File: config.mk
export PLATFORM = sky130hd
export DESIGN_NAME = dispatch_top
export DESIGN_NICKNAME = d
export VERILOG_FILES = /design/src/dispatch_pkg.sv /design/src/arch_regfile.sv /design/src/map_table.sv /design/src/rob.sv /design/src/dispatcher.sv /design/src/dispatch_top.sv
export VERILOG_INCLUDE_DIRS = /design/src
export SDC_FILE = /design/constraint.sdc
export NUM_CORES = 2
export LEC_CHECK = 0
export CORE_MARGIN = 4
export CORE_UTILIZATION = 35
export CTS_CLUSTER_SIZE = 12
export DETAILED_ROUTE_END_ITERATION = 7
export DONT_BUFFER_PORTS = 1
export PLACE_DENSITY_LB_ADDON = 0.08
export SYNTH_ARGS = -nofsm -noshare
export SYNTH_HDL_FRONTEND = slang
export SYNTH_SLANG_ARGS = --single-unit
File: constraint.sdc
create_clock -name clk -period 8.61 [get_ports clk]
set_clock_uncertainty 0.1 [all_clocks]
set_input_delay 0.861 -clock clk [delete_from_list [all_inputs] [get_ports clk]]
set_output_delay 0.861 -clock clk [all_outputs]
set_load 0.1 [all_outputs]
File: src/dispatch_consts.svh
`ifndef DISPATCH_CONSTS_SVH
`define DISPATCH_CONSTS_SVH

// datapath width
`define XLEN 32

// architectural registers including x0
`define REG_NUM 32
`define REG_ADDR_LEN 5

// decoded opcode field
`define OPCODE_LEN 7

// tag width must cover ROB_SIZE exactly
`define ROB_SIZE 8
`define ROB_TAG_LEN 3

// reservation stations
// depth is also the starting credit count per class
`define RS_DEPTH 2
`define CREDIT_LEN 2

// int, mul, branch, load/store
`define FU_NUM 4

`endif

File: src/dispatch_pkg.sv
`include "dispatch_consts.svh"

package dispatch_pkg;

    typedef logic [`XLEN-1:0] data_t;
    typedef logic [`REG_ADDR_LEN-1:0] reg_addr_t;
    typedef logic [`ROB_TAG_LEN-1:0] rob_tag_t;
    typedef logic [`CREDIT_LEN-1:0] credit_t;

    // station class, also the bit index in rs_load
    typedef enum logic [1:0] {
        FU_INT = 2'd0,
        FU_MUL = 2'd1,
        FU_BR  = 2'd2,
        FU_MEM = 2'd3
    } fu_class_t;

    // where a source operand comes from
    typedef enum logic [1:0] {
        SRC_REG  = 2'b00,
        SRC_WAIT = 2'b01,
        SRC_ROB  = 2'b11
    } src_stat_t;

    typedef struct packed {
        logic [`OPCODE_LEN-1:0] opcode;
        fu_class_t              fu_class;
        reg_addr_t              rd;
        reg_addr_t              rs1;
        reg_addr_t              rs2;
        logic                   has_rd;
    } decoded_inst_t;

    typedef struct packed {
        logic [`OPCODE_LEN-1:0] opcode;
        rob_tag_t               dest_tag;
        logic                   src1_ready;
        rob_tag_t               src1_tag;
        data_t                  src1_value;
        logic                   src2_ready;
        rob_tag_t               src2_tag;
        data_t                  src2_value;
    } rs_entry_t;

    typedef struct packed {
        logic     valid;
        rob_tag_t tag;
        data_t    value;
    } cdb_t;

    typedef struct packed {
        logic      valid;
        rob_tag_t  tag;
        reg_addr_t rd;
        logic      has_rd;
        data_t     value;
    } commit_t;

    typedef struct packed {
        logic     busy;
        rob_tag_t tag;
    } map_lookup_t;

endpackage

File: src/arch_regfile.sv
`timescale 1ns/1ps
`include "dispatch_consts.svh"

module arch_regfile (
    input  logic                   clk,
    input  logic                   reset,
    input  dispatch_pkg::reg_addr_t read_addr1,
    input  dispatch_pkg::reg_addr_t read_addr2,
    input  dispatch_pkg::commit_t   commit,
    output dispatch_pkg::data_t     reg_value1,
    output dispatch_pkg::data_t     reg_value2
);
    import dispatch_pkg::*;

    data_t regs [`REG_NUM];
    logic  write_en;

    // x0 is never written
    assign write_en = commit.valid && commit.has_rd && (commit.rd != '0);

    always_ff @(posedge clk) begin
        if (reset) begin
            for (int i = 0; i < `REG_NUM; i++) begin
                regs[i] <= '0;
            end
        end else if (write_en) begin
            regs[commit.rd] <= commit.value;
        end
    end

    // asynchronous reads with x0 forced to zero
    assign reg_value1 = (read_addr1 == '0) ? '0 : regs[read_addr1];
    assign reg_value2 = (read_addr2 == '0) ? '0 : regs[read_addr2];

endmodule

File: src/map_table.sv
`timescale 1ns/1ps
`include "dispatch_consts.svh"

module map_table (
    input  logic                      clk,
    input  logic                      reset,
    input  dispatch_pkg::reg_addr_t   rs1,
    input  dispatch_pkg::reg_addr_t   rs2,
    input  logic                      map_write,
    input  dispatch_pkg::reg_addr_t   write_rd,
    input  dispatch_pkg::rob_tag_t    write_tag,
    input  dispatch_pkg::commit_t     commit,
    output dispatch_pkg::map_lookup_t map_src1,
    output dispatch_pkg::map_lookup_t map_src2
);
    import dispatch_pkg::*;

    logic [`REG_NUM-1:0] busy;
    rob_tag_t            tag_q [`REG_NUM];
    logic                commit_clear;

    // only clear if no younger writer has renamed rd since
    assign commit_clear = commit.valid && commit.has_rd && busy[commit.rd]
                          && (tag_q[commit.rd] == commit.tag);

    always_ff @(posedge clk) begin
        if (reset) begin
            busy <= '0;
        end else begin
            if (commit_clear) begin
                busy[commit.rd] <= 1'b0;
            end
            // dispatch of the same rd overrides the clear
            if (map_write && (write_rd != '0)) begin
                busy[write_rd] <= 1'b1;
            end
        end
    end

    // tag of the latest writer of each register
    always_ff @(posedge clk) begin
        if (map_write) begin
            tag_q[write_rd] <= write_tag;
        end
    end

    always_comb begin
        map_src1.busy = busy[rs1] && (rs1 != '0);
        map_src1.tag  = tag_q[rs1];
        map_src2.busy = busy[rs2] && (rs2 != '0);
        map_src2.tag  = tag_q[rs2];
    end

endmodule

File: src/rob.sv
`timescale 1ns/1ps
`include "dispatch_consts.svh"

module rob (
    input  logic                    clk,
    input  logic                    reset,
    input  logic                    rob_alloc,
    input  dispatch_pkg::reg_addr_t alloc_rd,
    input  logic                    alloc_has_rd,
    input  dispatch_pkg::cdb_t      cdb,
    input  dispatch_pkg::rob_tag_t  lookup_tag1,
    input  dispatch_pkg::rob_tag_t  lookup_tag2,
    output dispatch_pkg::rob_tag_t  rob_tail_tag,
    output logic                    rob_full,
    output logic                    rob_done1,
    output logic                    rob_done2,
    output dispatch_pkg::data_t     rob_value1,
    output dispatch_pkg::data_t     rob_value2,
    output dispatch_pkg::commit_t   commit
);
    import dispatch_pkg::*;

    rob_tag_t                head;
    rob_tag_t                tail;
    logic [`ROB_TAG_LEN:0]   count;
    logic [`ROB_SIZE-1:0]    done;
    logic                    retire;

    // entry payload
    reg_addr_t rd_q     [`ROB_SIZE];
    logic      has_rd_q [`ROB_SIZE];
    data_t     value_q  [`ROB_SIZE];

    assign rob_full     = (count == (`ROB_TAG_LEN+1)'(`ROB_SIZE));
    assign rob_tail_tag = tail;

    // head retires one cycle after its result lands
    assign retire = (count != '0) && done[head];

    always_ff @(posedge clk) begin
        if (reset) begin
            head  <= '0;
            tail  <= '0;
            count <= '0;
            done  <= '0;
        end else begin
            if (rob_alloc) begin
                done[tail] <= 1'b0;
                tail       <= tail + 1'b1;
            end
            if (cdb.valid) begin
                done[cdb.tag] <= 1'b1;
            end
            if (retire) begin
                head <= head + 1'b1;
            end
            case ({rob_alloc, retire})
                2'b10:   count <= count + 1'b1;
                2'b01:   count <= count - 1'b1;
                default: count <= count;
            endcase
        end
    end

    always_ff @(posedge clk) begin
        if (rob_alloc) begin
            rd_q[tail]     <= alloc_rd;
            has_rd_q[tail] <= alloc_has_rd;
        end
        if (cdb.valid) begin
            value_q[cdb.tag] <= cdb.value;
        end
    end

    // operand lookup for the dispatcher
    assign rob_done1  = done[lookup_tag1];
    assign rob_done2  = done[lookup_tag2];
    assign rob_value1 = value_q[lookup_tag1];
    assign rob_value2 = value_q[lookup_tag2];

    always_comb begin
        commit.valid  = retire;
        commit.tag    = head;
        commit.rd     = rd_q[head];
        commit.has_rd = has_rd_q[head];
        commit.value  = value_q[head];
    end

endmodule

File: src/dispatcher.sv
`timescale 1ns/1ps
`include "dispatch_consts.svh"

module dispatcher (
    input  logic                        clk,
    input  logic                        reset,
    input  dispatch_pkg::decoded_inst_t dec,
    input  logic                        dec_valid,
    input  logic [`FU_NUM-1:0]          rs_credit_return,
    input  dispatch_pkg::cdb_t          cdb,
    input  dispatch_pkg::map_lookup_t   map_src1,
    input  dispatch_pkg::map_lookup_t   map_src2,
    input  dispatch_pkg::rob_tag_t      rob_tail_tag,
    input  logic                        rob_full,
    input  logic                        rob_done1,
    input  logic                        rob_done2,
    input  dispatch_pkg::data_t         rob_value1,
    input  dispatch_pkg::data_t         rob_value2,
    input  dispatch_pkg::data_t         reg_value1,
    input  dispatch_pkg::data_t         reg_value2,
    output logic                        dispatch_stall,
    output dispatch_pkg::rs_entry_t     rs_entry,
    output logic [`FU_NUM-1:0]          rs_load,
    output logic                        rob_alloc,
    output logic                        map_write
);
    import dispatch_pkg::*;

    credit_t   credits [`FU_NUM];
    logic      has_credit;
    logic      accept;
    src_stat_t stat1;
    src_stat_t stat2;

    function automatic logic cdb_hit(map_lookup_t m, cdb_t bus);
        return bus.valid && (bus.tag == m.tag);
    endfunction

    // producer finished earlier, or is on the bus right now
    function automatic src_stat_t src_status(map_lookup_t m, logic done, cdb_t bus);
        if (!m.busy) begin
            return SRC_REG;
        end else if (done || cdb_hit(m, bus)) begin
            return SRC_ROB;
        end
        return SRC_WAIT;
    endfunction

    function automatic data_t src_value(src_stat_t stat, map_lookup_t m, data_t reg_val,
                                        data_t rob_val, cdb_t bus);
        case (stat)
            SRC_REG: return reg_val;
            SRC_ROB: return cdb_hit(m, bus) ? bus.value : rob_val;
            default: return '0;
        endcase
    endfunction

    assign stat1 = src_status(map_src1, rob_done1, cdb);
    assign stat2 = src_status(map_src2, rob_done2, cdb);

    always_comb begin
        rs_entry.opcode     = dec.opcode;
        rs_entry.dest_tag   = rob_tail_tag;
        rs_entry.src1_ready = (stat1 != SRC_WAIT);
        rs_entry.src1_tag   = (stat1 == SRC_REG) ? '0 : map_src1.tag;
        rs_entry.src1_value = src_value(stat1, map_src1, reg_value1, rob_value1, cdb);
        rs_entry.src2_ready = (stat2 != SRC_WAIT);
        rs_entry.src2_tag   = (stat2 == SRC_REG) ? '0 : map_src2.tag;
        rs_entry.src2_value = src_value(stat2, map_src2, reg_value2, rob_value2, cdb);
    end

    // stall on a full ROB or an empty credit pool for the target class
    assign has_credit     = (credits[dec.fu_class] != '0);
    assign dispatch_stall = dec_valid && (rob_full || !has_credit);
    assign accept         = dec_valid && !dispatch_stall;

    always_comb begin
        for (int i = 0; i < `FU_NUM; i++) begin
            rs_load[i] = accept && (dec.fu_class == fu_class_t'(i));
        end
    end

    assign rob_alloc = accept;
    assign map_write = accept && dec.has_rd && (dec.rd != '0);

    // one credit spent per load, one back per returned bit
    always_ff @(posedge clk) begin
        if (reset) begin
            for (int i = 0; i < `FU_NUM; i++) begin
                credits[i] <= credit_t'(`RS_DEPTH);
            end
        end else begin
            for (int i = 0; i < `FU_NUM; i++) begin
                case ({rs_load[i], rs_credit_return[i]})
                    2'b10:   credits[i] <= credits[i] - 1'b1;
                    2'b01:   credits[i] <= credits[i] + 1'b1;
                    default: credits[i] <= credits[i];
                endcase
            end
        end
    end

endmodule

File: src/dispatch_top.sv
`timescale 1ns/1ps
`include "dispatch_consts.svh"

module dispatch_top (
    input  logic                        clk,
    input  logic                        reset,
    input  dispatch_pkg::decoded_inst_t dec,
    input  logic                        dec_valid,
    input  logic [`FU_NUM-1:0]          rs_credit_return,
    input  dispatch_pkg::cdb_t          cdb,
    output logic                        dispatch_stall,
    output dispatch_pkg::rs_entry_t     rs_entry,
    output logic [`FU_NUM-1:0]          rs_load,
    output dispatch_pkg::commit_t       commit
);
    import dispatch_pkg::*;

    map_lookup_t map_src1;
    map_lookup_t map_src2;
    rob_tag_t    rob_tail_tag;
    logic        rob_full;
    logic        rob_done1;
    logic        rob_done2;
    data_t       rob_value1;
    data_t       rob_value2;
    data_t       reg_value1;
    data_t       reg_value2;
    logic        rob_alloc;
    logic        map_write;

    dispatcher u_dispatcher (
        .clk              (clk),
        .reset            (reset),
        .dec              (dec),
        .dec_valid        (dec_valid),
        .rs_credit_return (rs_credit_return),
        .cdb              (cdb),
        .map_src1         (map_src1),
        .map_src2         (map_src2),
        .rob_tail_tag     (rob_tail_tag),
        .rob_full         (rob_full),
        .rob_done1        (rob_done1),
        .rob_done2        (rob_done2),
        .rob_value1       (rob_value1),
        .rob_value2       (rob_value2),
        .reg_value1       (reg_value1),
        .reg_value2       (reg_value2),
        .dispatch_stall   (dispatch_stall),
        .rs_entry         (rs_entry),
        .rs_load          (rs_load),
        .rob_alloc        (rob_alloc),
        .map_write        (map_write)
    );

    map_table u_map_table (
        .clk       (clk),
        .reset     (reset),
        .rs1       (dec.rs1),
        .rs2       (dec.rs2),
        .map_write (map_write),
        .write_rd  (dec.rd),
        .write_tag (rob_tail_tag),
        .commit    (commit),
        .map_src1  (map_src1),
        .map_src2  (map_src2)
    );

    // lookup by the tag the map table reports for each source
    rob u_rob (
        .clk          (clk),
        .reset        (reset),
        .rob_alloc    (rob_alloc),
        .alloc_rd     (dec.rd),
        .alloc_has_rd (dec.has_rd),
        .cdb          (cdb),
        .lookup_tag1  (map_src1.tag),
        .lookup_tag2  (map_src2.tag),
        .rob_tail_tag (rob_tail_tag),
        .rob_full     (rob_full),
        .rob_done1    (rob_done1),
        .rob_done2    (rob_done2),
        .rob_value1   (rob_value1),
        .rob_value2   (rob_value2),
        .commit       (commit)
    );

    arch_regfile u_arch_regfile (
        .clk        (clk),
        .reset      (reset),
        .read_addr1 (dec.rs1),
        .read_addr2 (dec.rs2),
        .commit     (commit),
        .reg_value1 (reg_value1),
        .reg_value2 (reg_value2)
    );

endmodule

==> impl_metrics.py <==
metrics = {
    "run_status": {
        "status": "complete, but fails checks",
        "violations": "max-slew violations",
    },
    "power_and_ir_drop": {
        "power_mw": 18.0,
        "p_per_area_mw_per_mm2": 205,
        "p_leak_nw": 30.0,
        "irDropWorstVdd_v": 0.000215,
    },
    "cts": {
        "h-tree-depth": 4,
        "cts_sinks": 1485,
        "clockBufferDepth": 3,
        "clk_pin_slew_ps": 50,
        "insertion_delay_ps": 850,
        "cts_tree": "built",
        "cts_hold_buf": 40,
        "cts-root-buf": "clkbuf_16",
        "cts_setup_buffers": 0,
        "cts-resized-gates": 0,
        "cts_buffers": 176,
    },
    "route": {
        "drtIter0Drc": 6099,
        "drtPass1Iterations": 5,
        "met2WireLength_um": 150000,
        "drc": 0,
        "viasPerCell": 6.04,
        "routed_wl_um": 320000,
        "top_layer": "met5",
        "via_count": 51589,
        "ant_nets": 0,
        "drt-wirelength-per-cell_um": 37.5,
        "wl_met3_um": 26100,
        "wl_met1_um": 133000,
    },
    "synth": {
        "yosysTopAreaCell": "edfxtp_1",
        "syn_avg_cell_area_um2": 14.1,
        "syn_area_mm2": 0.0777,
        "ys_seq_elements": 1485,
        "yosysUniqueCellTypes": 63,
        "netlist_instances": 5502,
        "synth_edf_count": 1432,
        "async_flop_share_pct": 0,
        "synth_ff_type": "edfxtp_1",
        "synth_top_area_share_pct": 55.3,
        "yosysWarnings": 0,
        "synth_area_leaders": "edfxtp_1 55%, mux4_2 23%, nor2_1 5.3%",
        "yosysSeqAreaShare_pct": 56.7,
    },
    "final_layout": {
        "fin_nets": 5512,
        "final_cell_mix": "1432 x edfxtp_1, 1074 x nor2_1, 794 x mux4_2",
        "drive_above_1_share_pct": 26.4,
        "fillers": 20317,
        "area_delta_synth_final_pct": 13.4,
        "layout_commonest_cell": "edfxtp_1",
        "stdcell_count": 8535,
    },
    "place": {
        "dpl.hpwl_um": 182000,
        "place_congestion": 0.854,
        "io_buffer_count": 0,
        "placed_cells": 8164,
    },
    "global_route": {
        "grt_pass1_wl_um": 437000,
        "grt_overflow": 0,
        "grt_max_degree": 291,
        "antenna_found_initial": 5,
        "grt_use_total_pct": 27.4,
        "grt_pass1_vias": 51598,
    },
    "floorplan": {
        "dieArea_mm2": 0.230,
        "start_util_pct": 35.3,
        "die_h_um": 479,
        "ios": 197,
        "die_w_um": 479,
        "rows": 172,
        "core_mm2": 0.220,
    },
    "critical_path": {
        "critical_path.max_stage_delay_ps": 950,
        "crit_path_end_kind": "output port",
        "crit_path_start": "dec[6]",
        "cp-start-kind": "input port",
        "slowest_stage": "and3_1",
        "cp.arrival_ps": 6100,
        "path_max_fanout": 93,
        "critPathKind": "in -> out",
        "crit_required_ps": 7650,
        "crit_chain": "buf_16 -> buf_16 -> mux4_2 -> mux4_2 -> mux2i_4 -> xor2_1 -> nand4_1 -> and3_1 -> inv_1 -> and3_1",
    },
    "min_path": {
        "hold_path_class": "in -> reg",
        "hp-start": "reset",
    },
    "timing": {
        "rsz0062_at_grt": "false",
        "slew_headroom_pct": -31.1,
        "fin_hold_ws_ps": 69.9,
        "fin_crit_ps": 7060,
        "worst_pin_slew_ps": 1970,
        "max_freq_mhz": 142,
        "fin_crit_sh_pct": 82.1,
        "slew_violations": 117,
        "setup_viol": 0,
        "final.setup.tns_ps": 0,
        "finalHoldViolCount": 0,
    },
    "run": {
        "maxCapViolations": 0,
    },
}
## final cells by class
class / count / area, um2 / share of cell area (%)
well taps: 2958 / 3700 / 4.20
repair buffers: 256 / 2200 / 2.50
multi-input cells: 3438 / 32500 / 36.9
clock inverters: 87 / 616 / 0.699
inverters: 73 / 275 / 0.312
flip-flops and latches: 1485 / 44100 / 50.0
diodes: 3 / 7.51 / 0.00852
clock buffers: 235 / 4750 / 5.39
## synthesized netlist by cell type (31+ instances only)
| master | count |
|---|---|
| a211oi_1 | 100 |
| a21oi_1 | 100 |
| buf_1 | 68 |
| clkbuf_1 | 438 |
| dfxtp_1 | 53 |
| edfxtp_1 | 1432 |
| inv_1 | 68 |
| mux2i_1 | 217 |
| mux4_2 | 794 |
| nand2_1 | 467 |
| nand3_1 | 162 |
| nand4_1 | 44 |
| nor2_1 | 1089 |
| nor2b_1 | 76 |
| nor3_1 | 36 |
| o21ai_0 | 96 |
| o221ai_1 | 31 |
## registers in the layout (all words and copies together), names as in the netlist, named ones only
signal                flops
u_rob.value_q           256
u_arch_regfile.regs    1024
u_rob.has_rd_q            8
u_map_table.tag_q        96
u_rob.rd_q               40
u_dispatcher.credits      8
u_rob.count               4
u_map_table.busy         32
u_rob.head                3
u_rob.done                8
u_rob.rob_tail_tag        3
## stage by stage
stage / area, um2 / setup slack [ps] / util [%]
3_5_place_dp: 82200 / 2030 / 37.3
2_1_floorplan: 77800 / 1970 / -
4_1_cts: 88000 / 1970 / 39.9
5_1_grt: 88100 / 1210 / 40.0
6_report: 88100 / 1550 / 40.0
3_3_place_gp: 82200 / 2050 / 37.3
## per-layer routing
metal | vias to the layer above | track usage, %
li1 | 21123 | -
met1 | 27688 | 37.8
met2 | 2341 | 43.7
met3 | 435 | 6.14
met4 | 2 | 7.85
met5 | - | 0.746
## final timing paths
path | slack [ps] | depth (start not counted) | end
max | 1550 | 10 | rs_entry[65]
min reg2reg | 350 | 2 | u_map_table.busy[0]
max reg2reg | 2510 | 12 | u_map_table.busy[5]
min | 70 | 0 | u_arch_regfile.regs[0][20]
## report_power, final
| part | internal [mW] | leakage (nW) | switching, mW |
|---|---|---|---|
| logic | 0.851 | 12.8 | 1.76 |
| clock network | 4.01 | 2.61 | 3.15 |
| registers | 8.15 | 14.6 | 0.122 |
## kinds of logic after synthesis
| logic type | after synthesis | share of synthesized area (%) |
|---|---|---|
| and+or+nand+nor | 1928 | 10.2 |
| DFF | 1485 | 56.7 |
| muxes | 1021 | 26.0 |
| buffers and inverters | 613 | 3.07 |
| AOI/OAI and AO/OA | 423 | 3.58 |
| xor gates and xnor gates | 17 | 0.192 |
| adders and majority gates | 14 | 0.235 |
| other | 1 | 0.00483 |
## critical path: cells and delay by family
kind          cells  cell delay (ps)
buf+inv           3             1660
simple gates      3             1610
mux               3             1590
xor+xnor          1              190
Power figures use the tool's default switching activity.
